$ cat config.mk
export PLATFORM = sky130hd
export DESIGN_NAME = alu_comb_flat
export DESIGN_NICKNAME = d
export VERILOG_FILES = /design/src/hw/isa_pkg.sv /design/src/hw/exec_unit_if.sv /design/src/hw/alu_comb.sv /design/src/flat_wrapper.sv
export SDC_FILE = /design/constraint.sdc
export NUM_CORES = 1
export LEC_CHECK = 0
export ABC_AREA = 0
export BUFFER_PORTS_ARGS = -buffer_cell sky130_fd_sc_hd__buf_2
export CAP_MARGIN = 20
export CORE_UTILIZATION = 31
export DETAILED_ROUTE_END_ITERATION = 6
export PLACE_DENSITY_LB_ADDON = 0.1
export REMOVE_ABC_BUFFERS = 1
export SLEW_MARGIN = 20
export SYNTH_ARGS = -nofsm -noshare
export SYNTH_HDL_FRONTEND = slang
export SYNTH_SLANG_ARGS = --single-unit
$ cat constraint.sdc
create_clock -name vclk -period 7.4
set_input_delay 0.37 -clock vclk [all_inputs]
set_output_delay 0.37 -clock vclk [all_outputs]
set_load 0.1 [all_outputs]
$ cat src/hw/isa_pkg.sv
package isa_pkg;

  typedef enum logic [3:0] {
    T_INH    = 4'h0,
    T_MOV    = 4'h1,
    T_CMP    = 4'h2,
    T_ALU    = 4'h3,
    T_INT    = 4'h4,
    T_INTU   = 4'h5,
    T_LOAD   = 4'h6,
    T_STORE  = 4'h7,
    T_LDI    = 4'h8,
    T_BRANCH = 4'h9,
    T_PUSH   = 4'ha,
    T_JUMP   = 4'hb
  } insn_type_t;

  typedef enum logic [2:0] {
    ALU_ADD, ALU_SUB, ALU_AND, ALU_OR, ALU_XOR, ALU_SHL, ALU_SHR, ALU_ASR
  } alu_func_t;

  // bit 3 selects the unsigned form
  typedef enum logic [3:0] {
    INT_MUL  = 4'h0,
    INT_DIV  = 4'h1,
    INT_MOD  = 4'h2,
    INT_MULU = 4'h8,
    INT_DIVU = 4'h9,
    INT_MODU = 4'ha
  } int_func_t;

  localparam int unsigned INT_LATENCY = 4;
  localparam int unsigned INT_CNT_W   = $clog2(INT_LATENCY + 1);

  localparam int unsigned TYPE_HI  = 31;
  localparam int unsigned TYPE_LO  = 28;
  localparam int unsigned OP_HI    = 27;
  localparam int unsigned OP_LO    = 24;
  localparam int unsigned IMM_HI   = 15;
  localparam int unsigned IMM_LO   = 1;
  localparam int unsigned IMM_W    = IMM_HI - IMM_LO + 1;
  localparam int unsigned SIZE_BIT = 0;
  localparam int unsigned EXT_HI   = 63;
  localparam int unsigned EXT_LO   = 32;

  localparam logic [3:0] OP_MOV_FROM_SR = 4'h0;
  localparam logic [3:0] OP_MOV_TO_SR   = 4'h4;
  localparam logic [3:0] OP_TRAP        = 4'h1;  // size bit set means setint
  localparam logic [3:0] OP_CLI         = 4'h2;
  localparam logic [3:0] OP_STI         = 4'h3;
  localparam logic [3:0] OP_HALT        = 4'h4;
  localparam logic [3:0] OP_RESET       = 4'h5;

endpackage
$ cat src/hw/exec_unit_if.sv
`timescale 1ns/10ps

interface exec_unit_if;
  import isa_pkg::*;

  logic [31:0] in1;
  logic [31:0] in2;
  alu_func_t   alu_func;
  int_func_t   int_func;
  logic [31:0] alu_out;
  logic [31:0] int_out;
  logic        alu_c;
  logic        alu_n;
  logic        alu_v;
  logic        alu_z;

  modport stage (
    output in1, in2, alu_func, int_func,
    input  alu_out, int_out, alu_c, alu_n, alu_v, alu_z
  );

  modport alu (
    input  in1, in2, alu_func,
    output alu_out, alu_c, alu_n, alu_v, alu_z
  );

  modport intu (
    input  in1, in2, int_func,
    output int_out
  );

endinterface

$ cat src/hw/alu_comb.sv
`timescale 1ns/10ps

module alu_comb (
  exec_unit_if.alu eu
);
  import isa_pkg::*;

  logic [32:0] sum;
  logic [32:0] diff;
  logic [31:0] res;

  assign sum  = {1'b0, eu.in1} + {1'b0, eu.in2};
  assign diff = {1'b0, eu.in1} - {1'b0, eu.in2};  // bit 32 is the borrow

  always_comb
  begin
    eu.alu_c = 1'b0;
    eu.alu_v = 1'b0;
    case (eu.alu_func)
      ALU_ADD:
      begin
        res = sum[31:0];
        eu.alu_c = sum[32];
        eu.alu_v = (eu.in1[31] == eu.in2[31]) && (res[31] != eu.in1[31]);
      end
      ALU_SUB:
      begin
        res = diff[31:0];
        eu.alu_c = diff[32];
        eu.alu_v = (eu.in1[31] != eu.in2[31]) && (res[31] != eu.in1[31]);
      end
      ALU_AND:
        res = eu.in1 & eu.in2;
      ALU_OR:
        res = eu.in1 | eu.in2;
      ALU_XOR:
        res = eu.in1 ^ eu.in2;
      ALU_SHL:
        res = eu.in1 << eu.in2[4:0];
      ALU_SHR:
        res = eu.in1 >> eu.in2[4:0];
      ALU_ASR:
        res = 32'($signed(eu.in1) >>> eu.in2[4:0]);
      default:
        res = '0;
    endcase
  end

  assign eu.alu_out = res;
  assign eu.alu_n   = res[31];
  assign eu.alu_z   = (res == 32'h0);

endmodule

$ cat src/flat_wrapper.sv
// flat-port wrapper written by rule: the top's interface ports become plain ports
module alu_comb_flat import isa_pkg::*;
  (eu_in1, eu_in2, eu_alu_func, eu_alu_out, eu_alu_c, eu_alu_n, eu_alu_v, eu_alu_z);
  exec_unit_if eu_i ();
  input wire logic [$bits(eu_i.in1)-1:0] eu_in1;
  input wire logic [$bits(eu_i.in2)-1:0] eu_in2;
  input wire logic [$bits(eu_i.alu_func)-1:0] eu_alu_func;
  output wire logic [$bits(eu_i.alu_out)-1:0] eu_alu_out;
  output wire logic [$bits(eu_i.alu_c)-1:0] eu_alu_c;
  output wire logic [$bits(eu_i.alu_n)-1:0] eu_alu_n;
  output wire logic [$bits(eu_i.alu_v)-1:0] eu_alu_v;
  output wire logic [$bits(eu_i.alu_z)-1:0] eu_alu_z;
  assign eu_i.in1 = eu_in1;
  assign eu_i.in2 = eu_in2;
  assign eu_i.alu_func = eu_alu_func;
  assign eu_alu_out = eu_i.alu_out;
  assign eu_alu_c = eu_i.alu_c;
  assign eu_alu_n = eu_i.alu_n;
  assign eu_alu_v = eu_i.alu_v;
  assign eu_alu_z = eu_i.alu_z;
  alu_comb u_core (.eu(eu_i));
endmodule
## Word level (Yosys, flattened, before mapping)

Index checks and enable logic that the tools add are counted.

| operators by class | value |
|---|---|
| shifts and indexed selects | 3 |
| multiplexer cells | 3 |
| add/subtract/negate cells | 2 |
| reduce and logical (&&, ||, !) cells | 4 |
| equality and inequality tests | 11 |
| bitwise gates (word level) | 3 |

Operators by type and width:

| operator | number |
|---|---|
| $pmux W32 S8 | 1 |
| $add A32 B32 Y33 | 1 |
| $sub A32 B32 Y33 | 1 |
| $and A32 B32 Y32 | 1 |
| $logic_not A32 Y1 | 1 |
| $or A32 B32 Y32 | 1 |
| $shl A32 B5 Y32 | 1 |
| $shr A32 B5 Y32 | 1 |
| $sshr A32 B5 Y32 | 1 |
| $xor A32 B32 Y32 | 1 |
| $eq A3 B3 Y1 const B | 4 |
| $eq A3 B2 Y1 const B | 2 |
| $pmux W1 S2 | 2 |
| $eq A3 B1 Y1 const B | 1 |
| $logic_not A3 Y1 | 1 |
| $ne A1 B1 Y1 | 3 |
| $logic_and A1 B1 Y1 | 2 |
| $eq A1 B1 Y1 | 1 |

| storage, ports and cells | value |
|---|---|
| word-level logic and storage cells | 26 |
| flip-flop bits (word level) | 0 |

## Longest topological paths before layout

Gate-level depths: netlist of the first run.

| depth | value |
|---|---|
| word-level depth | 4 |
| depth in mapped cells | 17 |

## Worst setup path before layout of the first run

OpenSTA, ideal clock, no wires.

| path | value |
|---|---|
| path type | input to output |
| start point | in eu_in2[2] |
| end point | out eu_alu_z |
| buffers on the path | 4 |
| arrival time | 6,986 ps |
| stages | 15 |
| setup slack | 44 ps |
| path through | buf_6 buf_6 inv_1 clkbuf_1 ha_1 buf_4 o21ai_1 o2111a_1 o41a_1 or3_1 nor3_1 nor4_1 o311ai_0 nand4bb_1 nor2_1 |

| between the ends | value |
|---|---|
| cells in the longest elaborated chain, start to end | 3 |

Ends and longest elaborated chain:

| item | line | text |
|---|---|---|
| start: declaration | flat_wrapper.sv:6 | `input wire logic [$bits(eu_i.in2)-1:0] eu_in2;` |
| $sub A32 B32 Y33 (tied with other cells) | alu_comb.sv:13 | `assign diff = {1'b0, eu.in1} - {1'b0, eu.in2};` |
| $pmux W32 S8 (*) | alu_comb.sv:19 | `case (eu.alu_func)` |
| net eu_alu_out[23] | flat_wrapper.sv:8 | `output wire logic [$bits(eu_i.alu_out)-1:0] eu_alu_out;` |
| $logic_not A32 Y1 (*) | alu_comb.sv:51 | `assign eu.alu_z = (res == 32'h0);` |
| end: declaration | flat_wrapper.sv:12 | `output wire logic [$bits(eu_i.alu_z)-1:0] eu_alu_z;` |

The timed path passes the listed nets; every way through them passes the cells marked *.

## Worst setup path after layout of the first run

| path | value |
|---|---|
| start point | in eu_in2[1] |
| end point | out eu_alu_z |

| between the ends | value |
|---|---|
| cells in the longest elaborated chain, start to end | 3 |

Ends and longest elaborated chain:

| item | line |
|---|---|
| $sub A32 B32 Y33 (tied with other cells) | alu_comb.sv:13 |
| $pmux W32 S8 (*) | alu_comb.sv:19 |
| $logic_not A32 Y1 (*) | alu_comb.sv:51 |

Mark *: on every way between the ends. The rest lies on a longest branch, timed or not.

==> reports/metrics.cfg, run 1 <==
[grt]
grt_pass1_wl_microns = 78800
grt_usage_pct = 31.8
first_global_vias = 11400
grt-ovfl-total = 0
grt_max_degree = 59
grt_antenna_before_repair = 0

[logic_synthesis]
syn-mean-instance-area_sq_um = 6.81
synth.top_cell.area_share_pct = 12.2
netlist_area_sq_um = 9940
syn-instance-count = 1459
post-synth-top-area-cell = ha_1
synth.distinct_cells = 97
yosys-top-cells-area = ha_1 (12%), a21oi_1 (6.5%), mux4_2 (6.1%), mux2i_1 (5.2%), nor2_1 (5.1%)
yosys_warnings = 0
ys_seq_area_share_pct = 0

[floorplanning]
initial_core_util_pct = 31.5
fp.coreArea_sq_um = 31600
die-height_microns = 181
io_pins = 103
fp.dieW_microns = 181
fp-row-count = 65
die-area_sq_um = 32800

[timing]
drv_slew = 0
fin_ws_ps = 1060
finalHoldViolations = 0
tightest_slew_ps = 1020
setup_viol = 0
timing.final.crit_share_pct = 85.7
rsz0062_at_grt = false
max_clock_freq_ghz = 0.158
fin_crit_ps = 6340
max_slew_margin_pct = 32.0

[clock_network]
cts-resized-gates = 0
post_cts_buffers = 0
cts_hold_buffers = 0

[worst_hold_path]
hold_start = eu_in2[31]
min_path_type = input pin to primary output
holdPathStages = 5
min_to = eu_alu_c

[placed_design]
portBuffers = 103
place_ws_ps = 1330
placed_cells = 1867
dp_hpwl_microns = 42300
place.gp.congestion = 0.965

[critical_path]
critPathArrivalTime_ps = 5970
crit_path_max_fanout = 35
required_ps = 7030
critPathKind = input pin to primary output
end_kind = primary output
startpoint_type = input pin

[final_layout]
final_cells = 1867
diodes = 0
num-fill-cells = 3557
nClkBuffers = 0
area_delta_synth_final_pct = 5.29
finalNetCount = 1633
drive_gt1_share_pct = 15.3
regArea_sq_um = 0
n_sequential_cell = 0

[drt]
drt-total-wl_microns = 54000
post_drt_via_cell_ratio = 6.57
drc = 0
drt_iter0_drc = 1238
first_pass_iters = 7
ant_nets = 0
vias = 12300
wl_per_cell_microns = 28.9

[power_and_ir_drop]
ir_worst_vdd_mv = 0.0630
power_leakage_uw = 0.00429
powerDensity_nw_per_um2 = 110

[job]
cap_violations = 0

[outcome]
status = complete, no violations

## synth_stat cells (7+ instances only)
master,instances
a211oi_1,23
xnor2_1,16
a22oi_1,16
nand2_1,131
o22ai_1,43
mux2i_1,52
nand2b_1,21
nor4_1,17
o211ai_1,33
o221ai_1,12
o31ai_1,19
a21o_1,14
o31a_1,8
nor2b_1,15
mux4_2,27
inv_1,99
a211o_1,10
clkbuf_1,63
buf_2,21
and3_1,8
o21ai_0,87
o21a_1,11
ha_1,97
nand4_1,20
mux2_2,32
nand3_1,33
buf_4,11
buf_6,10
a21oi_1,130
a221oi_1,18
nor3_1,34
o2111ai_1,7
o21bai_1,11
a31oi_1,23
nor2_1,136
## per-stage QoR
stage	hold WS, ps	setup TNS (ps)	area [sq um]	power, uW	util (%)
6_report	1440	0	10500	1150	33.2
5_1_grt	1480	0	10500	1210	33.2
4_1_cts	1440	0	10500	1130	33.2
3_5_place_dp	1440	0	10500	1130	33.2
3_3_place_gp	1440	0	10500	1130	33.1
2_1_floorplan	1240	-1560	9260	758	-
## worst max-delay path by stage
| stage | slack [ps] | cells past startpoint | endpoint | startpoint |
|---|---|---|---|---|
| floorplan | -1060 | 13 | eu_alu_z | eu_in2[3] |
| global placement | 1020 | 15 | eu_alu_z | eu_in2[1] |
| detailed placement | 1330 | 15 | eu_alu_z | eu_in2[1] |
| CTS | 1300 | 15 | eu_alu_z | eu_in2[1] |
| global route | 970 | 15 | eu_alu_z | eu_in2[1] |
| finish | 1060 | 15 | eu_alu_z | eu_in2[1] |
## logic make-up (layout without fill, tap and decap cells)
logic type,count (synthesis),in the layout,share of synthesized area (%)
and+or+nand+nor,458,458,22.0
adders and majority gates,99,99,12.6
buffers and inverters,223,229,10.7
xor gates and xnor gates,16,16,1.41
muxes,116,116,15.9
AOI/OAI and AO/OA,547,547,37.4
## report_power, final
group	internal [uW]	leakage, uW	total, uW	switching, uW
registers	0	0	0	0
logic	308	0.00429	1150	844
clock network	0	0	0	0
total	308	0.00429	1150	844
## worst max-delay path, stage by stage
cell	delay [ps]
buf_4	370
clkinv_1	590
ha_1	530
a211oi_1	460
o21ai_1	240
a211oi_2	510
o41a_2	320
o31a_1	180
nor3_1	100
a2111oi_1	900
nand3_1	330
nor3_1	280
nand4bb_1	190
nor2_1	150
buf_2	430
## metal layers
metal	GRT usage (%)	vias up	wire, microns
li1	-	5533	-
met1	43.1	6004	23400
met2	53.1	625	25100
met3	2.58	95	3460
met4	10.4	0	2040
met5	0	-	0
## area by class of cell
type,instances,area [sq um],area share (%)
multi-input cells,1236,8880,84.9
repair buffers,125,686,6.55
well taps,402,503,4.81
inverters,104,390,3.73
## layout by cell type, fill, tap and decap left out, types with 6 or more instances in the layout
cell       instances
o31a_1             8
nand2_1          131
a221oi_1          18
o211ai_1          33
buf_4             24
o31ai_1           19
a211o_1           10
o21ai_0           87
a31oi_1           23
nor4_1            17
nor2_1           136
xnor2_1           16
nand4_1           20
nand2b_1          21
and2_1             6
nor2b_1           15
o21ai_1            6
mux2_2            32
o22ai_1           43
o21bai_1          11
nand3_1           33
buf_2            101
mux4_2            27
o2111ai_1          7
a21oi_1          130
a21o_1            14
mux2i_1           52
nor3_1            33
or2_2              6
a211oi_1          23
ha_1              97
o221ai_1          12
a22oi_1           16
and3_1             8
o21a_1            11
inv_1             99
Note: power is estimated with default switching activity, not from simulation.
==> inputs of run 2 (changes only) <==
Settings changed: ABC_AREA 0 to 1.
Clock period 7.4 ns to 7.15 ns, I/O delays scaled along.
==> run 2 against run 1 <==
Compared with the run above: die area grew 5.0%; utilization grew 0.66 points; combinational power barely moved; synthesized cell count grew 51%; area after synthesis up 5.1%; power increased by 0.62%; count of clock-buffer cells in the layout is the same; critical path depth grew 6; critical endpoint unchanged; largest cell class unchanged.
==> reports/metrics.cfg, run 2 <==
[clock_network]
post_cts_buffers = 0
cts-resized-gates = 0
cts_hold_buffers = 0

[grt]
grt_usage_pct = 33.0
grt_max_degree = 70
grt_pass1_wl_microns = 83600
grt_antenna_before_repair = 4
met3_usage_pct = 5.30
grt-ovfl-total = 0
grt_busiest_layer = met2
first_global_vias = 13400
use_met2_pct = 54.6
grt_util_met1_pct = 43.4

[final_layout]
n_sequential_cell = 0
fin_area_sq_um = 11100
postLayoutCoreUtil_pct = 33.8
drive_gt1_share_pct = 6.62
regArea_sq_um = 0
nClkBuffers = 0
multi_input_area_sq_um = 8680
final_cells = 2663
num-fill-cells = 4071
final_common_cell = nand2_1
area_delta_synth_final_pct = 6.43
layout_common_cells = nand2_1 (800), nand3_1 (411), inv_1 (324), nor2_1 (184), buf_2 (103)
finalNetCount = 2388

[floorplanning]
fp-row-count = 66
initial_core_util_pct = 31.8
die-height_microns = 186
fp.coreArea_sq_um = 32900
io_pins = 103
die-area_sq_um = 34400
fp.dieW_microns = 186

[logic_synthesis]
netlist_area_sq_um = 10400
post-synth-top-area-cell = nand2_1
syn-mean-instance-area_sq_um = 4.75
synth.top_cell.area_share_pct = 28.8
synth.distinct_cells = 42
syn-instance-count = 2200
synth_commonest_cells = nand2_1 (800), nand3_1 (411), inv_1 (325), nor2_1 (186), ha_1 (97)
yosys.cell_count.top_type = nand2_1
ys_seq_area_share_pct = 0
yosys-top-cells-area = nand2_1 (29%), nand3_1 (20%), inv_1 (12%), ha_1 (12%), nor2_1 (6.7%)
yosys_warnings = 0

[drt]
post_drt_via_cell_ratio = 5.42
ant_nets = 0
wl_per_cell_microns = 21.6
vias = 14400
drt-total-wl_microns = 57600
drc = 0
drt_iter0_drc = 1510
first_pass_iters = 6

[placed_design]
dp_hpwl_microns = 48100
placed_area_sq_um = 11100
place.gp.congestion = 1.02
portBuffers = 103
placed_cells = 2662
place_ws_ps = 2130

[timing]
tightest_slew_ps = 860
finalHoldViolations = 0
max_slew_margin_pct = 42.6
rsz0062_at_grt = false
drv_slew = 0
fin_ws_ps = 2040
setup_viol = 0
timing.final.crit_share_pct = 71.5
fin_crit_ps = 5110
max_clock_freq_ghz = 0.196
fin_tns_setup_ps = 0

[critical_path]
crit_path_max_fanout = 31
startpoint_type = input pin
required_ps = 6790
end_kind = primary output
critPathKind = input pin to primary output
critPathArrivalTime_ps = 4750

[power_and_ir_drop]
ir_worst_vdd_mv = 0.0721
power_leakage_uw = 0.00655
powerDensity_nw_per_um2 = 104

[outcome]
status = complete, no violations

[worst_hold_path]
min_path_type = input pin to primary output

[job]
cap_violations = 0

[run 2: path summary, 6_finish.rpt]
check	cells past startpoint	start	to	slack, ps
min	4	eu_in1[31]	eu_alu_v	1460
max	21	eu_in2[4]	eu_alu_z	2040
[run 2: cell type report]
class              count  area share, %
multi-input cells   1768           78.1
inverters            336           11.3
repair buffers       116           5.52
well taps            442           4.98
diodes                 1         0.0225
[run 2: cells by family (layout without fill, tap and decap cells)]
logic type | after synthesis | count (layout) | share of synthesized area, %
fa+ha+maj | 99 | 99 | 12.0
xor+xnor | 12 | 12 | 1.01
other cells | 0 | 1 | 0
compound gates | 167 | 167 | 9.24
simple gates | 1490 | 1490 | 60.8
buf+inv | 432 | 452 | 16.9
[run 2: stage by stage]
step	power [uW]	hold WS, ps
after floorplan	776	1210
after global placement	1140	1450
after detailed placement	1140	1460
after CTS	1140	1460
after global routing	1250	1470
final	1160	1460
[run 2: worst max-delay path, stage by stage]
cell	delay (ps)
buf_2	570
inv_1	630
ha_1	610
nor2_1	220
nand2_1	100
inv_1	60
nand3_1	80
nand2_1	140
nand2_1	100
nand2_1	190
nand2_1	130
nand2_1	100
nand2_1	50
nand3_1	70
nand3_1	140
nor2_1	160
nand2_1	80
nor2_1	100
nand2_1	90
nor2_1	250
buf_2	490
[run 2: per-layer routing]
layer,vias to the layer above,routed length (microns)
met5,-,36
met1,6667,25000
met3,105,4520
li1,7050,-
met4,6,2100
met2,593,25900
[run 2: where the power goes]
group	internal [uW]	switching [uW]
registers	0	0
clock network	0.0000273	0
logic	262	897
==> inputs of run 3 (changes only) <==
Settings changed: ABC_AREA 1 to 0.
Clock period 7.15 ns to 5.25 ns, I/O delays scaled along.
==> run 3 against run 2 <==
Compared with the run above: utilization increased by 1.2 points; first-iteration DRC count about the same; combinational power increased by 48%; highest routed layer is now met4; hold slack got worse by 270 ps; final cell count decreased by 28%; flip-flop and latch count unchanged; sequential share of layout area unchanged; non-clock buffer count increased by 59; count of clock-buffer cells in the layout unchanged; critical path type unchanged.
==> reports/metrics.cfg, run 3 (synthesized netlist as in run 1, its figures left out) <==
[final_layout]
nClkBuffers = 0
fin_area_sq_um = 11000
area_delta_synth_final_pct = 11.1
num-fill-cells = 3539
n_sequential_cell = 0
postLayoutCoreUtil_pct = 35.0
final_common_cell = nor2_1
layout_common_cells = nor2_1 (136), nand2_1 (131), a21oi_1 (130), inv_1 (99), ha_1 (97)
regArea_sq_um = 0
finalNetCount = 1683
diodes = 0
drive_gt1_share_pct = 18.1
final_cells = 1917

[drt]
drt-total-wl_microns = 55300
drc = 0
wl_per_cell_microns = 28.8
drt_iter0_drc = 1511
post_drt_via_cell_ratio = 6.56
ant_nets = 0
vias = 12600
first_pass_iters = 6

[critical_path]
critPathKind = input pin to primary output
end_kind = primary output
critPathArrivalTime_ps = 4630
crit_top_cell = buf_4
crit_path_max_fanout = 13
required_ps = 4990
startpoint_type = input pin
cp_cell_sequence = buf_4, clkinv_1, fa_1, nor2b_1, o2111ai_1, nand4_1, a211oi_1, o21ai_0, buf_4, mux2i_1, nand3_1, or4_1, nor4_1, buf_4, nand4bb_1, nor2_1, buf_12
worst_path_max_delay_cell = or4_1
max_stage_delay_ps = 640

[placed_design]
place.gp.congestion = 0.999
portBuffers = 103
placed_area_sq_um = 11000
place_ws_ps = 454
placed_cells = 1917
dp_hpwl_microns = 44800

[floorplanning]
die-height_microns = 181
fp-row-count = 65
fp.coreArea_sq_um = 31600
fp.dieW_microns = 181
die-area_sq_um = 32800
io_pins = 103
initial_core_util_pct = 31.5

[power_and_ir_drop]
power_leakage_uw = 0.00460
powerDensity_nw_per_um2 = 156
ir_worst_vdd_mv = 0.132

[clock_network]
cts_hold_buffers = 0
cts-resized-gates = 0
post_cts_buffers = 0

[timing]
setup_viol = 0
tightest_slew_ps = 941
fin_tns_setup_ps = 0
rsz0062_at_grt = false
timing.final.crit_share_pct = 93.1
finalHoldViolations = 0
fin_crit_ps = 4890
fin_ws_ps = 360
max_clock_freq_ghz = 0.204
max_slew_margin_pct = 37.1
drv_slew = 0

[grt]
grt_pass1_wl_microns = 80200
grt-ovfl-total = 0
grt_antenna_before_repair = 0
first_global_vias = 11700
grt_usage_pct = 32.4
grt_max_degree = 53

[worst_hold_path]
min_path_type = input pin to primary output

[job]
cap_violations = 0

[outcome]
status = complete, no violations

==> run 3: changes by cell type in the layout (fill, tap and decap cells not counted), moves of 27 or more <==
cell,before,now
o22ai_1,16,43
a21oi_1,63,130
mux4_2,0,27
nor2_1,184,136
mux2i_1,0,52
nand3_1,411,33
o21ai_0,46,87
mux2_2,0,32
inv_1,324,99
nand2_1,800,131
buf_4,13,72
==> run 3: worst max-delay path: cells and delay by family <==
| kind | cells | cell delay (ps) |
|---|---|---|
| multiplexers | 1 | 140 |
| AO/OA/AOI/OAI | 3 | 690 |
| buffers and inverters | 5 | 1010 |
| adder cells (fa/ha/maj) | 1 | 520 |
| AND/OR/NAND/NOR | 7 | 1960 |
==> run 3: through the flow <==
step | hold slack (ps) | power (uW)
floorplan | 1030 | 1070
global placement | 1190 | 1690
detailed placement | 1180 | 1680
CTS | 1190 | 1690
global route | 1220 | 1800
finish | 1190 | 1720
==> run 3: area by class of cell <==
type	count	area (sq um)	share of cell area, %
Timing Repair Buffer	175	1270	11.5
Tap cell	402	503	4.56
Inverter	104	390	3.54
Multi-Input combinational cell	1236	8880	80.4
==> run 3: path summary, 6_finish.rpt <==
check	startpoint	to	depth (start not counted)
max	eu_in2[1]	eu_alu_z	17
min	eu_in2[31]	eu_alu_c	5
==> run 3: power breakdown <==
group	internal (uW)	switching, uW
Clock	0	0
Sequential	0	0
Combinational	510	1210
==> run 3: per-layer routing <==
metal	up-vias	routed length, microns	global-route usage [%]
li1	5630	-	-
met1	6111	22900	42.4
met2	690	25200	53.5
met3	136	4110	3.20
met4	0	3090	15.3
met5	-	0	0
