===== config.mk =====
export PLATFORM = sky130hd
export DESIGN_NAME = execute_flat
export DESIGN_NICKNAME = d
export VERILOG_FILES = /design/src/hw/exc_pkg.sv /design/src/hw/isa_pkg.sv /design/src/hw/exec_unit_if.sv /design/src/hw/execute.sv /design/src/flat_wrapper.sv
export SDC_FILE = /design/constraint.sdc
export NUM_CORES = 1
export LEC_CHECK = 0
export BUFFER_PORTS_ARGS = -buffer_cell sky130_fd_sc_hd__buf_2
export CORE_AREA = 2 2 190 192
export CTS_BUF_LIST = sky130_fd_sc_hd__clkbuf_4
export DETAILED_ROUTE_END_ITERATION = 8
export DIE_AREA = 0 0 192 194
export PLACE_DENSITY = 0.65
export SLEW_MARGIN = 30
export SYNTH_ARGS = -nofsm -noshare
export SYNTH_HDL_FRONTEND = slang
export SYNTH_SLANG_ARGS = --single-unit

===== constraint.sdc =====
create_clock -name clk_i -period 4.5 [get_ports clk_i]
set_input_delay 0.225 -clock clk_i [delete_from_list [all_inputs] [get_ports clk_i]]
set_output_delay 0.225 -clock clk_i [all_outputs]
set_load 0.01 [all_outputs]

===== src/hw/exc_pkg.sv =====
package exc_pkg;

  typedef struct packed {
    logic ltu;
    logic lt;
    logic eq;
  } ccr_t;

  localparam logic [31:0] VECT_RESET = 32'hffffffc0;

  // trap n lands in slot TRAP_SLOT_BASE*4 + n, past the interrupt slots
  localparam int unsigned TRAP_SLOT_BASE = 3;
  localparam int unsigned VECT_STRIDE    = 8;

endpackage


===== src/hw/isa_pkg.sv =====
package isa_pkg;

  typedef enum logic [3:0] {
    T_INH    = 4'h0,
    T_MOV    = 4'h1,
    T_CMP    = 4'h2,
    T_ALU    = 4'h3,
    T_INT    = 4'h4,
    T_INTU   = 4'h5,
    T_LOAD   = 4'h6,
    T_STORE  = 4'h7,
    T_LDI    = 4'h8,
    T_BRANCH = 4'h9,
    T_PUSH   = 4'ha,
    T_JUMP   = 4'hb
  } insn_type_t;

  typedef enum logic [2:0] {
    ALU_ADD, ALU_SUB, ALU_AND, ALU_OR, ALU_XOR, ALU_SHL, ALU_SHR, ALU_ASR
  } alu_func_t;

  // bit 3 selects the unsigned form
  typedef enum logic [3:0] {
    INT_MUL  = 4'h0,
    INT_DIV  = 4'h1,
    INT_MOD  = 4'h2,
    INT_MULU = 4'h8,
    INT_DIVU = 4'h9,
    INT_MODU = 4'ha
  } int_func_t;

  localparam int unsigned INT_LATENCY = 4;
  localparam int unsigned INT_CNT_W   = $clog2(INT_LATENCY + 1);

  localparam int unsigned TYPE_HI  = 31;
  localparam int unsigned TYPE_LO  = 28;
  localparam int unsigned OP_HI    = 27;
  localparam int unsigned OP_LO    = 24;
  localparam int unsigned IMM_HI   = 15;
  localparam int unsigned IMM_LO   = 1;
  localparam int unsigned IMM_W    = IMM_HI - IMM_LO + 1;
  localparam int unsigned SIZE_BIT = 0;
  localparam int unsigned EXT_HI   = 63;
  localparam int unsigned EXT_LO   = 32;

  localparam logic [3:0] OP_MOV_FROM_SR = 4'h0;
  localparam logic [3:0] OP_MOV_TO_SR   = 4'h4;
  localparam logic [3:0] OP_TRAP        = 4'h1;  // size bit set means setint
  localparam logic [3:0] OP_CLI         = 4'h2;
  localparam logic [3:0] OP_STI         = 4'h3;
  localparam logic [3:0] OP_HALT        = 4'h4;
  localparam logic [3:0] OP_RESET       = 4'h5;

endpackage

===== src/hw/exec_unit_if.sv =====
`timescale 1ns/10ps

interface exec_unit_if;
  import isa_pkg::*;

  logic [31:0] in1;
  logic [31:0] in2;
  alu_func_t   alu_func;
  int_func_t   int_func;
  logic [31:0] alu_out;
  logic [31:0] int_out;
  logic        alu_c;
  logic        alu_n;
  logic        alu_v;
  logic        alu_z;

  modport stage (
    output in1, in2, alu_func, int_func,
    input  alu_out, int_out, alu_c, alu_n, alu_v, alu_z
  );

  modport alu (
    input  in1, in2, alu_func,
    output alu_out, alu_c, alu_n, alu_v, alu_z
  );

  modport intu (
    input  in1, in2, int_func,
    output int_out
  );

endinterface


===== src/hw/execute.sv =====
`timescale 1ns/10ps

module execute (
  input  logic          clk_i,
  input  logic          rst_i,
  input  logic [63:0]   ir_i,
  input  logic [31:0]   pc_i,
  input  logic [31:0]   reg_data1_i,
  input  logic [31:0]   reg_data2_i,
  input  logic [1:0]    reg_write_i,
  input  logic [3:0]    bank_i,
  input  logic          stall_i,
  input  logic [2:0]    interrupts_i,
  output logic [31:0]   result_o,
  output logic [31:0]   reg_data1_o,
  output logic [1:0]    reg_write_o,
  output exc_pkg::ccr_t ccr_o,
  output logic          halt_o,
  output logic [3:0]    bank_o,
  output logic          stall_o,
  output logic [63:0]   ir_o,
  output logic          supervisor_o,
  output logic          interrupts_enabled_o,
  output logic          exc_o,
  output logic [31:0]   pc_o,
  output logic          pc_set_o,
  exec_unit_if.stage    eu
);
  import isa_pkg::*;
  import exc_pkg::*;

  insn_type_t           ir_type;
  logic [3:0]           ir_op;
  logic [31:0]          ir_ext;
  logic [31:0]          ir_sval;
  logic [31:0]          ir_uval;
  logic [31:0]          ir_scaled;
  logic                 ir_size;
  logic                 hold;
  logic                 int_irq;
  logic                 stall_start;
  logic [INT_CNT_W-1:0] delay;
  logic [INT_CNT_W-1:0] delay_next;
  logic [31:0]          vect_base;
  logic [31:0]          vect_base_next;
  logic [31:0]          irq_vect;
  logic [31:0]          trap_vect;
  logic [31:0]          result_next;
  logic [31:0]          pc_next;
  logic                 pc_set_next;
  logic                 br_take;
  ccr_t                 ccr_next;
  logic                 halt_next;
  logic                 ie_next;
  logic                 exc_next;
  logic                 sup_next;

  assign ir_type   = insn_type_t'(ir_i[TYPE_HI:TYPE_LO]);
  assign ir_op     = ir_i[OP_HI:OP_LO];
  assign ir_ext    = ir_i[EXT_HI:EXT_LO];
  assign ir_sval   = {{(32 - IMM_W){ir_i[IMM_HI]}}, ir_i[IMM_HI:IMM_LO]};
  assign ir_uval   = {{(32 - IMM_W){1'b0}}, ir_i[IMM_HI:IMM_LO]};
  assign ir_scaled = {ir_sval[29:0], 2'b00};  // word offset
  assign ir_size   = ir_i[SIZE_BIT];

  assign stall_start = (ir_type == T_INT || ir_type == T_INTU) && (delay == '0);
  assign stall_o     = stall_start || (delay > 1);
  assign hold        = stall_i || stall_o;
  assign int_irq     = (|interrupts_i) && interrupts_enabled_o;

  assign irq_vect  = vect_base + 32'(interrupts_i * VECT_STRIDE);
  assign trap_vect = vect_base + 32'((TRAP_SLOT_BASE * 4 + ir_uval[1:0]) * VECT_STRIDE);

  always_comb
  begin
    delay_next = delay;
    if (stall_start)
      delay_next = INT_CNT_W'(INT_LATENCY);
    else if (delay != '0 && !(delay == 1 && stall_i))  // last step waits for the result latch
      delay_next = delay - 1'b1;
  end

  always_comb
  begin
    eu.in1 = reg_data1_i;
    eu.in2 = reg_data2_i;
    eu.alu_func = alu_func_t'(ir_op[2:0]);
    eu.int_func = int_func_t'({ir_type == T_INTU, ir_op[2:0]});
    case (ir_type)
      T_ALU, T_INT, T_INTU:
        if (ir_op[3])
          eu.in2 = ir_sval;  // immediate form
      T_CMP:
        eu.alu_func = ALU_SUB;
      T_LOAD, T_STORE:
      begin
        eu.alu_func = ALU_ADD;
        if (!ir_size)
          eu.in1 = ir_scaled;
      end
      T_PUSH:
      begin
        eu.alu_func = ALU_ADD;
        if (!ir_size)
        begin
          eu.in1 = pc_i;
          eu.in2 = ir_scaled;
        end
      end
      T_BRANCH:
      begin
        eu.alu_func = ALU_ADD;
        eu.in1 = pc_i;
        eu.in2 = ir_scaled;
      end
      T_JUMP:
      begin
        eu.alu_func = ALU_ADD;
        if (!ir_size)
          eu.in2 = ir_scaled;
      end
      default: ;
    endcase
  end

  always_comb
  begin
    if (int_irq)
      result_next = irq_vect;
    else
      case (ir_type)
        T_INH:
          if (ir_op == OP_RESET)
            result_next = vect_base;
          else if (ir_op == OP_TRAP && !ir_size)
            result_next = trap_vect;
          else
            result_next = eu.alu_out;
        T_INT, T_INTU:
          result_next = eu.int_out;
        T_LOAD, T_STORE:
          result_next = ir_size ? ir_ext : eu.alu_out;
        T_LDI:
          result_next = ir_size ? ir_ext : ir_uval;
        T_MOV:
          if (ir_op == OP_MOV_FROM_SR)
            result_next = {28'h0, supervisor_o, ccr_o};  // status word
          else
            result_next = reg_data1_i;
        default:
          result_next = eu.alu_out;
      endcase
  end

  always_comb
  begin
    case (ir_op)
      4'h0: br_take = 1'b1;                      // bra
      4'h1: br_take = ccr_o.eq;                  // beq
      4'h2: br_take = !ccr_o.eq;                 // bne
      4'h3: br_take = !(ccr_o.ltu || ccr_o.eq);  // bgtu
      4'h4: br_take = !(ccr_o.lt || ccr_o.eq);   // bgt
      4'h5: br_take = !ccr_o.lt;                 // bge
      4'h6: br_take = ccr_o.lt || ccr_o.eq;      // ble
      4'h7: br_take = ccr_o.lt;                  // blt
      4'h8: br_take = !ccr_o.ltu;                // bgeu
      4'h9: br_take = ccr_o.ltu;                 // bltu
      4'ha: br_take = ccr_o.ltu || ccr_o.eq;     // bleu
      default: br_take = 1'b0;
    endcase
  end

  always_comb
  begin
    pc_next = pc_i;
    pc_set_next = 1'b0;
    case (ir_type)
      T_BRANCH:
        if (br_take)
        begin
          pc_next = eu.alu_out;
          pc_set_next = 1'b1;
        end
      T_PUSH, T_JUMP:
      begin
        pc_next = ir_size ? ir_ext : eu.alu_out;
        pc_set_next = 1'b1;
      end
      default: ;
    endcase
  end

  always_comb
  begin
    halt_next = halt_o;
    ie_next = interrupts_enabled_o;
    vect_base_next = vect_base;
    sup_next = supervisor_o;
    exc_next = 1'b0;
    ccr_next = ccr_o;
    if (!hold)
    begin
      if (int_irq)
      begin
        ie_next = 1'b0;
        exc_next = 1'b1;
      end
      else
        case (ir_type)
          T_MOV:
            if (ir_op == OP_MOV_TO_SR)
            begin
              ccr_next = ccr_t'(reg_data1_i[2:0]);
              sup_next = reg_data1_i[3];
            end
          T_CMP:
            ccr_next = '{ltu: eu.alu_c, lt: eu.alu_n ^ eu.alu_v, eq: eu.alu_z};
          T_INH:
            case (ir_op)
              OP_TRAP:
                if (!ir_size)
                begin
                  exc_next = 1'b1;
                  ie_next = 1'b0;
                end
                else if (supervisor_o)
                  vect_base_next = ir_ext;  // setint
                else
                  halt_next = 1'b1;
              OP_CLI:
                ie_next = 1'b0;
              OP_STI:
                ie_next = 1'b1;
              OP_HALT:
                halt_next = 1'b1;
              OP_RESET:
                if (supervisor_o)
                begin
                  exc_next = 1'b1;
                  ie_next = 1'b0;
                end
                else
                  halt_next = 1'b1;
              default: ;
            endcase
          default: ;
        endcase
    end
  end

  always_ff @(posedge clk_i or posedge rst_i)
  begin
    if (rst_i)
    begin
      delay <= '0;
      halt_o <= 1'b0;
      exc_o <= 1'b0;
      interrupts_enabled_o <= 1'b0;
      supervisor_o <= 1'b1;
      vect_base <= VECT_RESET;
      ir_o <= '0;
      reg_write_o <= '0;
      ccr_o <= '0;
      pc_set_o <= 1'b0;
    end
    else
    begin
      delay <= delay_next;
      halt_o <= halt_next;
      exc_o <= exc_next;
      interrupts_enabled_o <= ie_next;
      supervisor_o <= sup_next;
      vect_base <= vect_base_next;
      if (!hold)
      begin
        ir_o <= ir_i;
        reg_write_o <= reg_write_i;
        ccr_o <= ccr_next;
        pc_set_o <= pc_set_next;
      end
    end
  end

  always_ff @(posedge clk_i)
  begin
    if (!hold)
    begin
      result_o <= result_next;
      pc_o <= pc_next;
      reg_data1_o <= reg_data1_i;
      bank_o <= bank_i;  // passes through
    end
  end

endmodule


===== src/flat_wrapper.sv =====
// flat-port wrapper written by rule: the top's interface ports become plain ports
module execute_flat import isa_pkg::*; import exc_pkg::*;
  (clk_i, rst_i, ir_i, pc_i, reg_data1_i, reg_data2_i, reg_write_i, bank_i, stall_i, interrupts_i, result_o, reg_data1_o, reg_write_o, ccr_o, halt_o, bank_o, stall_o, ir_o, supervisor_o, interrupts_enabled_o, exc_o, pc_o, pc_set_o, eu_in1, eu_in2, eu_alu_func, eu_int_func, eu_alu_out, eu_int_out, eu_alu_c, eu_alu_n, eu_alu_v, eu_alu_z);
  exec_unit_if eu_i ();
  input  logic clk_i;
  input  logic rst_i;
  input  logic [63:0] ir_i;
  input  logic [31:0] pc_i;
  input  logic [31:0] reg_data1_i;
  input  logic [31:0] reg_data2_i;
  input  logic [1:0] reg_write_i;
  input  logic [3:0] bank_i;
  input  logic stall_i;
  input  logic [2:0] interrupts_i;
  output logic [31:0] result_o;
  output logic [31:0] reg_data1_o;
  output logic [1:0] reg_write_o;
  output exc_pkg::ccr_t ccr_o;
  output logic halt_o;
  output logic [3:0] bank_o;
  output logic stall_o;
  output logic [63:0] ir_o;
  output logic supervisor_o;
  output logic interrupts_enabled_o;
  output logic exc_o;
  output logic [31:0] pc_o;
  output logic pc_set_o;
  output wire logic [$bits(eu_i.in1)-1:0] eu_in1;
  output wire logic [$bits(eu_i.in2)-1:0] eu_in2;
  output wire logic [$bits(eu_i.alu_func)-1:0] eu_alu_func;
  output wire logic [$bits(eu_i.int_func)-1:0] eu_int_func;
  input wire logic [$bits(eu_i.alu_out)-1:0] eu_alu_out;
  input wire logic [$bits(eu_i.int_out)-1:0] eu_int_out;
  input wire logic [$bits(eu_i.alu_c)-1:0] eu_alu_c;
  input wire logic [$bits(eu_i.alu_n)-1:0] eu_alu_n;
  input wire logic [$bits(eu_i.alu_v)-1:0] eu_alu_v;
  input wire logic [$bits(eu_i.alu_z)-1:0] eu_alu_z;
  assign eu_in1 = eu_i.in1;
  assign eu_in2 = eu_i.in2;
  assign eu_alu_func = eu_i.alu_func;
  assign eu_int_func = eu_i.int_func;
  assign eu_i.alu_out = eu_alu_out;
  assign eu_i.int_out = eu_int_out;
  assign eu_i.alu_c = eu_alu_c;
  assign eu_i.alu_n = eu_alu_n;
  assign eu_i.alu_v = eu_alu_v;
  assign eu_i.alu_z = eu_alu_z;
  execute u_core (.clk_i(clk_i), .rst_i(rst_i), .ir_i(ir_i), .pc_i(pc_i), .reg_data1_i(reg_data1_i), .reg_data2_i(reg_data2_i), .reg_write_i(reg_write_i), .bank_i(bank_i), .stall_i(stall_i), .interrupts_i(interrupts_i), .result_o(result_o), .reg_data1_o(reg_data1_o), .reg_write_o(reg_write_o), .ccr_o(ccr_o), .halt_o(halt_o), .bank_o(bank_o), .stall_o(stall_o), .ir_o(ir_o), .supervisor_o(supervisor_o), .interrupts_enabled_o(interrupts_enabled_o), .exc_o(exc_o), .pc_o(pc_o), .pc_set_o(pc_set_o), .eu(eu_i));
endmodule

# Word-level counts from Yosys, hierarchy flattened
# Index checks and enable logic that the tools add are counted.
[op_classes]
n_addsub = 4
n_lt_le_gt_ge = 1
n_eq_ne = 26
mux = 37
bitwise_logic = 3
reduce_logical = 37
[ops]
columns = ["operator", "count"]
rows = [
  ["32-bit two-way mux", 11],
  ["32-bit one-hot mux with 3 select lines", 2],
  ["32-bit one-hot mux with 5 select lines", 1],
  ["32-bit one-hot mux with 2 select lines", 1],
  ["32-bit adder", 1],
  ["32-bit by 6-bit adder with 32-bit output", 1],
  ["4-bit by 3-bit equality test with 1-bit output (second input constant)", 8],
  ["4-bit equality test (second input constant)", 7],
  ["4-bit by 2-bit equality test with 1-bit output (second input constant)", 4],
  ["1-bit two-way mux", 12],
  ["3-bit one-hot mux with 2 select lines", 2],
  ["1-bit one-hot mux with 11 select lines", 1],
  ["5-bit AND reduction", 2],
  ["3-bit two-way mux", 3],
  ["4-bit by 1-bit equality test with 1-bit output (second input constant)", 2],
  ["4-bit zero test", 2],
  ["4-bit AND reduction", 2],
  ["1-bit zero test", 7],
  ["6-bit AND reduction", 1],
  ["2-bit nonzero test", 3],
  ["3-bit nonzero test", 2],
  ["2-bit OR reduction", 3],
  ["3-bit OR reduction", 2],
  ["4-bit by 2-bit adder with 5-bit output (first input constant)", 1],
  ["17 further kinds", 27],
]
[totals]
ff_bits = 209
in_bits = 240
output_inout_bits = 246
elab_cells = 124

# Longest topological paths before layout
# Gate-level depths: netlist of the first run.
[logic_depth]
depth_word = 7
depth_mapped = 10

# Least setup slack after synthesis of the first run
# No wires, ideal clock.
[synth_path]
kind = "reg2reg"
start = "register u_core.delay[1]"
end = "register u_core.bank_o[0], enable pin"
setup_time_ns = 0.504
arrival_ns = 4.382
setup_slack_ns = -0.386
stages_incl_launch_ff = 8
path_buffers = 1
synth_period_minus_slack_ns = 4.886
path_cell_list = "dfrtp_1 inv_1 ha_1 o21ba_2 a211o_1 or2_2 inv_2 clkbuf_1"
[synth_between]
elab_chain_len = 4
elab_cells_between_ends = 5
cone_classes = "1 x order compare; 4 x reduce/logical"
[synth_rtl]
columns = ["element", "line_no", "rtl"]
rows = [
  ["start, declared", "execute.sv:42", "logic [INT_CNT_W-1:0] delay;"],
  ["start signal, assigned", "execute.sv:268", "delay <= delay_next;"],
  ["parallel branches: the longest is 2 deep, another holds 3-bit by 1-bit > comparator with 1-bit output", "n/a", ""],
  ["1-bit logical OR *", "execute.sv:67", "assign stall_o = stall_start || (delay > 1);"],
  ["net stall_o", "flat_wrapper.sv:21", "output logic stall_o;"],
  ["1-bit logical OR *", "execute.sv:68", "assign hold = stall_i || stall_o;"],
  ["end signal, assigned", "execute.sv:291", "bank_o <= bank_i;"],
  ["end, declared", "execute.sv:19", "output logic [3:0] bank_o,"],
]
# Mark *: on every way through the listed nets, which the timed path passes.
# A chain may end at the register's enable or synchronous reset.

# Worst setup path in the final report of the first run
[layout_path]
start = "input ir_i[31]"
end = "output eu_in1[22]"
[layout_between]
elab_chain_len = 3
elab_cells_between_ends = 6
cone_classes = "4 x eq/ne; 1 x mux; 1 x reduce/logical"
[layout_rtl]
columns = ["element", "line_no", "rtl"]
rows = [
  ["start, declared", "flat_wrapper.sv:7", "input logic [63:0] ir_i;"],
  ["4-bit by 3-bit equality test with 1-bit output", "execute.sv:89", "case (ir_type)"],
  ["2-bit OR reduction", "execute.sv:89", ""],
  ["32-bit one-hot mux with 3 select lines *", "execute.sv:89", ""],
  ["end, declared", "flat_wrapper.sv:28", "output wire logic [$bits(eu_i.in1)-1:0] eu_in1;"],
]
# Every way passes the cells marked *; elsewhere a longest branch is shown, timed or not.

==> results.yml, run 1 <==
status:
  status: "complete, no violations"
logic_synthesis:
  synth_common_cells: "318 x nand2_1, 107 x o21ai_0, 100 x edfxtp_1, 83 x nor2_1, 82 x dfrtp_1"
  synth_nets: 1675
  async_flop_share_pct: 52.15
  synth_cell_type_count: 85
  synth_simple_gate_area_share_pct: 20.21
  seq_area_frac_synth_pct: 44.49
  synthCells: 1425
  synth_top_cell_area_share_pct: 23.17
  synth_area_leaders: "edfxtp_1 23%, dfrtp_1 16%, nand2_1 9.2%"
  netlist_area_um2: 12960
  muxShareOfSynthArea_pct: 3.853
  synth_edf_count: 100
  synth_top_area_cell: "edfxtp_1"
  synthAdderAreaFrac_pct: 1.081
  yosys_warnings: 0
  synthXorXnorAreaFrac_pct: 2.433
  yosysMostFrequentCell: "nand2_1"
  ys_ff_latch: 209
  avgSynthCellArea_um2: 9.093
  synth_top_family_by_area: "compound AO/OA/AOI/OAI gates"
  synthFlopType: "edfxtp_1"
  synth_compound_area_share_pct: 23.27
sta:
  relSlewSlack_pct: 38.14
  whs_ns: 0.06016
  skew_ns: 0.03517
  setup_slack_ns: 0.4990
  worst_slew_pin_slew_ns: 0.9208
  min_period_ns: 4.001
  setup_viol: 0
  drv_slew: 0
  fmax_ghz: 0.2499
  hold_viol: 0
  rsz0062_at_grt: "no"
  setup_tns_ns: 0
  min_period_over_period_pct: 88.91
clock_network:
  numCtsBuffers: 60
  ctsHoldBuffers: 197
  clockBufferDepth: 3
  clk_pin_slew_ns: 0.08
  root_buffer: "clkbuf_4"
  cts_tree: "done"
  htree_levels: 2
  cts.sinks: 209
  cts_resized: 0
  cts_setup_buffers: 0
  clkLatencyLatePin_ns: 0.75
power_and_ir_drop:
  p_switching_mw: 2.691
  vdd_ir_drop_max_mv: 0.2709
  p_clk_share_pct: 25.1
  intPower_mw: 4.373
  power.leakage_nw: 8.161
  totalPowerFinal_mw: 7.064
  p_sw_share_pct: 38.10
  power_density_nw_per_um2: 382.5
  power_frac_seq_pct: 39.9
  power_frac_comb_pct: 35.0
critical_path:
  cp_slowest_stage_delay_ns: 0.65
  critical_path_class: "primary input to primary output"
  crit_buf_inv: 4
  cp_common_cell: "buf_2"
  arrival_ns: 3.78
  cp_slowest_cell: "nor2_2"
  path_cells: "dlygate4sd3_1, buf_2, nand2b_1, nor2_4, a21oi_1, nor2_2, buf_4, o22ai_1, nand2_1, buf_2"
  critPathCaptureType: "primary output"
  startpoint_type: "primary input"
  crit_fanout: 36
  crit_required_ns: 4.28
  critPathTopFamily: "buffers and inverters"
cells_and_area:
  drive_gt1_share_pct: 33.21
  nets: 2331
  syn_to_final_growth_pct: 42.52
  register_area_um2: 5764
  stdcell_count: 2603
  n_fill_cell: 3284
  multi_input_comb_area_um2: 6653
floorplanning:
  die_h_um: 194
  core_um2: 35220
  ios: 486
  die-width_um: 192
  dieArea_um2: 37250
  start_util_pct: 36.79
  core.rowCount: 69
global_route:
  grt_pass1_wl_um: 95490
  antenna_found_initial: 13
  grt_pass1_vias: 14850
  grt_usage_pct: 34.55
  overflow: 0
  grt_max_degree: 76
placement:
  dp_cells: 2283
  place.gp.congestion: 0.9401
  port_buffers: 485
  post-place-ws_ns: 1.125
  hpwlAfterDp_um: 47310
detailed_routing:
  post-route-drc-count: 0
  vias: 15110
  wl_um: 66480
  first_pass_iters: 7
  antenna_left: 0
  via_per_inst: 5.806
  drtIter0Drc: 1595
  post_drt_wl_per_cell_um: 25.54
worst_hold_path:
  min_path_type: "primary input to flop"
flow_run:
  drv_cap: 0
## power groups by stage
stage | sequential (mW) | clock, mW | combinational, mW
after floorplan | 3.06 | 0 | 0.944
after CTS | 2.81 | 1.81 | 2.46
after global routing | 2.87 | 1.92 | 2.67
after global placement | 2.83 | 0 | 2.25
final | 2.82 | 1.77 | 2.47
after detailed placement | 2.84 | 0 | 2.29
## area by class of cell
class / count / share of cell area, %
Multi-Input combinational cell: 1080 / 36.03
Timing Repair Buffer: 712 / 25.04
Clock buffer: 83 / 3.374
Tap cell: 461 / 3.124
Clock inverter: 30 / 0.6640
Sequential cell: 209 / 31.21
Inverter: 18 / 0.4201
Antenna cell: 10 / 0.1355
## worst reg2reg max path, stage by stage (launching register included)
cell,delay [ns]
dfrtp_1,0.41
ha_1,0.29
fa_1,0.32
o311ai_2,0.26
nor3_1,0.81
nand2_1,0.44
o21a_1,0.29
a211oi_1,0.18
a211oi_1,0.07
dlygate4sd3_1,0.56
## final timing paths
path	from	end	slack, ns	cells after the start
min	ir_i[27]	u_core.ir_o[27]$_DFFE_PP0N_	0.06	3
max in group asynchronous	rst_i	u_core.delay[1]$_DFFE_PP0P_	3.25	4
max reg2reg	u_core.vect_base[3]$_DFFE_PP0P_	u_core.result_o[31]$_DFFE_PN_	0.62	9
min in group asynchronous	rst_i	u_core.ir_o[11]$_DFFE_PP0N_	0.18	3
max	ir_i[31]	eu_in1[22]	0.50	10
min reg2reg	u_core.ir_o[57]$_DFFE_PP0N_	u_core.ir_o[57]$_DFFE_PP0N_	0.47	2
## state kept, by name, indices dropped and copies added, names as in the netlist, 2 cells and up
name,count
u_core.bank_o,4
u_core.ccr_o,3
u_core.delay,3
u_core.ir_o,64
u_core.pc_o,32
u_core.reg_data1_o,32
u_core.reg_write_o,2
u_core.result_o,32
u_core.vect_base,32
## layer usage
layer | share of wire (%) | track usage [%] | up-vias
li1 | - | - | 6622
met1 | 38 | 41.97 | 7280
met2 | 48 | 57.69 | 1021
met3 | 9.0 | 7.385 | 183
met4 | 4.9 | 17.19 | 8
met5 | 0.077 | 0 | -
## per-stage QoR
| step | utilization [%] | area [µm²] |
|---|---|---|
| after floorplan | - | 12960 |
| after global placement | 44.62 | 15720 |
| after detailed placement | 44.64 | 15720 |
| after CTS | 52.36 | 18440 |
| after global routing | 52.40 | 18460 |
| final | 52.43 | 18470 |
## cells in the final DEF, fill, tap and decap left out, types with 15 or more instances in the layout
cell type and instances:
buf_2 485, nand2_1 318, dlygate4sd3_1 197, o21ai_0 107
edfxtp_1 100, clkbuf_4 83, dfrtp_1 82, nor2_1 79
a21oi_1 58, a221o_1 55, and2_1 50, mux2_2 37
o22ai_1 30, a22oi_1 30, buf_4 30, dfstp_2 27
xnor2_1 24, clkinv_1 24, nand3_1 22, a221oi_1 19
nor3_1 16, inv_1 15
## cell families after synthesis
family / Yosys count
AND/OR/NAND/NOR: 569
AO/OA/AOI/OAI: 420
flip-flops: 209
buffers and inverters: 136
multiplexers: 45
XOR/XNOR: 36
adder cells (fa/ha/maj): 10
(Power assumes the default switching activity.)
==> run 2: changes to the inputs <==
--- a/config.mk
+++ b/config.mk
@@ -5,12 +5,13 @@
 export SDC_FILE = /design/constraint.sdc
 export NUM_CORES = 1
 export LEC_CHECK = 0
+export ABC_AREA = 1
 export BUFFER_PORTS_ARGS = -buffer_cell sky130_fd_sc_hd__buf_2
-export CORE_AREA = 2 2 190 192
+export CORE_AREA = 2 2 186 188
 export CTS_BUF_LIST = sky130_fd_sc_hd__clkbuf_4
 export DETAILED_ROUTE_END_ITERATION = 8
-export DIE_AREA = 0 0 192 194
-export PLACE_DENSITY = 0.65
+export DIE_AREA = 0 0 188 190
+export PLACE_DENSITY = 0.72
 export SLEW_MARGIN = 30
 export SYNTH_ARGS = -nofsm -noshare
 export SYNTH_HDL_FRONTEND = slang
==> run 2 against run 1 <==
Total power increased by 6.4%. Global-route usage increased by 3.2 points. Cell count increased by 23%. Worst setup slack improved by 0.46 ns. Largest power group unchanged. Fmax increased by 13%. Sequential power increased by 2%. Design area increased by 7.3%. Largest cell class unchanged.
==> results.yml, run 2 <==
logic_synthesis:
  synth_cell_type_count: 40
  synth_area_leaders: "edfxtp_1 21%, nand2_1 16%, dfrtp_1 14%"
  avgSynthCellArea_um2: 6.987
  synth_edf_count: 100
  synthFlopType: "edfxtp_1"
  synth_top_area_cell: "edfxtp_1"
  synthCells: 2039
  ys_ff_latch: 209
  synth_top_cell_area_share_pct: 21.08
  yosys_warnings: 0
  yosysMostFrequentCell: "nand2_1"
  synth_nets: 2289
  synth_common_cells: "604 x nand2_1, 242 x o21ai_0, 218 x inv_1, 143 x nand3_1, 101 x a21oi_1"
  seq_area_frac_synth_pct: 40.46
  netlist_area_um2: 14250
  async_flop_share_pct: 52.15
global_route:
  use_met2_pct: 62.60
  met1_usage_pct: 44.64
  grt_pass1_wl_um: 102200
  grt_pass1_vias: 16950
  grt_usage_pct: 37.75
  use_met3_pct: 8.762
  overflow: 0
  antenna_found_initial: 11
  grt_max_degree: 125
  top_usage_layer: "met2"
critical_path:
  arrival_ns: 3.31
  critPathCaptureType: "primary output"
  critical_path_class: "primary input to primary output"
  startpoint_type: "primary input"
  crit_fanout: 31
  crit_required_ns: 4.28
sta:
  min_period_ns: 3.537
  rsz0062_at_grt: "no"
  min_period_over_period_pct: 78.60
  relSlewSlack_pct: 43.55
  worst_slew_pin_slew_ns: 0.8459
  fmax_ghz: 0.2827
  hold_viol: 0
  skew_ns: 0.07119
  setup_viol: 0
  drv_slew: 0
  setup_tns_ns: 0
detailed_routing:
  post-route-drc-count: 0
  first_pass_iters: 8
  wl_um: 69510
  post_drt_wl_per_cell_um: 21.68
  drtIter0Drc: 1539
  antenna_left: 0
  vias: 17810
  via_per_inst: 5.555
cells_and_area:
  nets: 2943
  syn_to_final_growth_pct: 39.03
  top_register: "u_core.ir_o"
  final_cell_mix: "602 x nand2_1, 485 x buf_2, 242 x o21ai_0, 217 x inv_1, 207 x dlygate4sd3_1"
  largest_reg_flops: 64
  n_fill_cell: 3244
  drive_gt1_share_pct: 25.24
  mostFrequentLayoutCell: "nand2_1"
  utilization_pct: 58.35
  stdcell_count: 3206
power_and_ir_drop:
  totalPowerFinal_mw: 7.519
  power_density_nw_per_um2: 379.6
  power.leakage_nw: 9.459
  vdd_ir_drop_max_mv: 0.2886
clock_network:
  numCtsBuffers: 59
  cts_resized: 0
  cts_tree: "done"
  cts.sinks: 209
  clkLatencyLatePin_ns: 0.77
  ctsHoldBuffers: 207
  clk_pin_slew_ns: 0.06
  cts_setup_buffers: 0
  htree_levels: 2
  root_buffer: "clkbuf_4"
  clockBufferDepth: 3
floorplanning:
  die_h_um: 190
  die-width_um: 188
  core.rowCount: 68
  ios: 486
  start_util_pct: 41.97
  dieArea_um2: 35720
  core_um2: 33950
placement:
  dp_cells: 2880
  hpwlAfterDp_um: 51070
  place.gp.congestion: 0.9681
  port_buffers: 485
status:
  status: "complete, no violations"
flow_run:
  drv_cap: 0
worst_hold_path:
  min_path_type: "primary input to flop"
run 2: cell families after synthesis:
logic type               after synthesis  synth area share [%]
buffers and inverters                355                 10.00
AO/OA/AOI/OAI                        541                 21.03
flip-flops                           209                 40.46
adder cells (fa/ha/maj)               10                0.9836
AND/OR/NAND/NOR                      910                 26.66
XOR/XNOR                              14                0.8606
run 2: metrics by stage:
stage	cell area, µm²	hold WS, ns	worst slack [ns]
3_3_place_gp	16880	0.4028	1.294
6_report	19810	0.04211	0.9630
5_1_grt	19800	0.01739	0.8181
4_1_cts	19790	0.004299	1.108
3_5_place_dp	16900	0.4060	1.270
2_1_floorplan	14250	0.3239	0.03964
run 2: final timing paths:
path,startpoint,to,slack (ns),depth (start not counted)
setup / recovery,ir_i[29],eu_in1[10],0.96,13
hold reg to reg,u_core.ir_o[3]$_DFFE_PP0N_,u_core.ir_o[3]$_DFFE_PP0N_,0.47,2
hold / removal,eu_int_out[30],u_core.result_o[30]$_DFFE_PN_,0.04,7
max in group asynchronous,rst_i,u_core.ir_o[10]$_DFFE_PP0N_,3.11,4
setup reg to reg,u_core.vect_base[3]$_DFFE_PP0P_,u_core.result_o[29]$_DFFE_PN_,1.38,15
min in group asynchronous,rst_i,u_core.exc_o$_DFF_PP0_,0.18,3
run 2: final cells by class:
cell class	instances	area (µm²)	area share, %
clock inverter	17	118.9	0.6001
timing repair buffer	711	4654	23.50
sequential	209	5764	29.10
clock buffer	93	698.2	3.525
multi-input combinational	1475	7087	35.78
antenna	9	22.52	0.1137
inverter	237	893.4	4.510
tap	455	569.3	2.874
run 2: metal layers:
metal / share of wire [%] / routed length, µm
met1: 37 / 25950
met2: 46 / 32220
met3: 9.4 / 6552
met4: 6.8 / 4727
met5: 0.10 / 72
run 2: where the power goes:
group / total (mW) / switching, mW / internal, mW
clock network: 1.95 / 0.900 / 1.05
registers: 2.89 / 0.270 / 2.62
logic: 2.68 / 1.71 / 0.968
run 2: critical path, cell delays in order:
cell	delay (ns)
dlygate4sd3_1	0.52
buf_2	0.17
inv_2	0.14
nor2_1	0.07
inv_2	0.08
nor2_4	0.05
inv_2	0.47
nand3_2	0.46
nand2_2	0.22
inv_2	0.26
o22ai_1	0.19
o21ai_0	0.23
buf_2	0.22
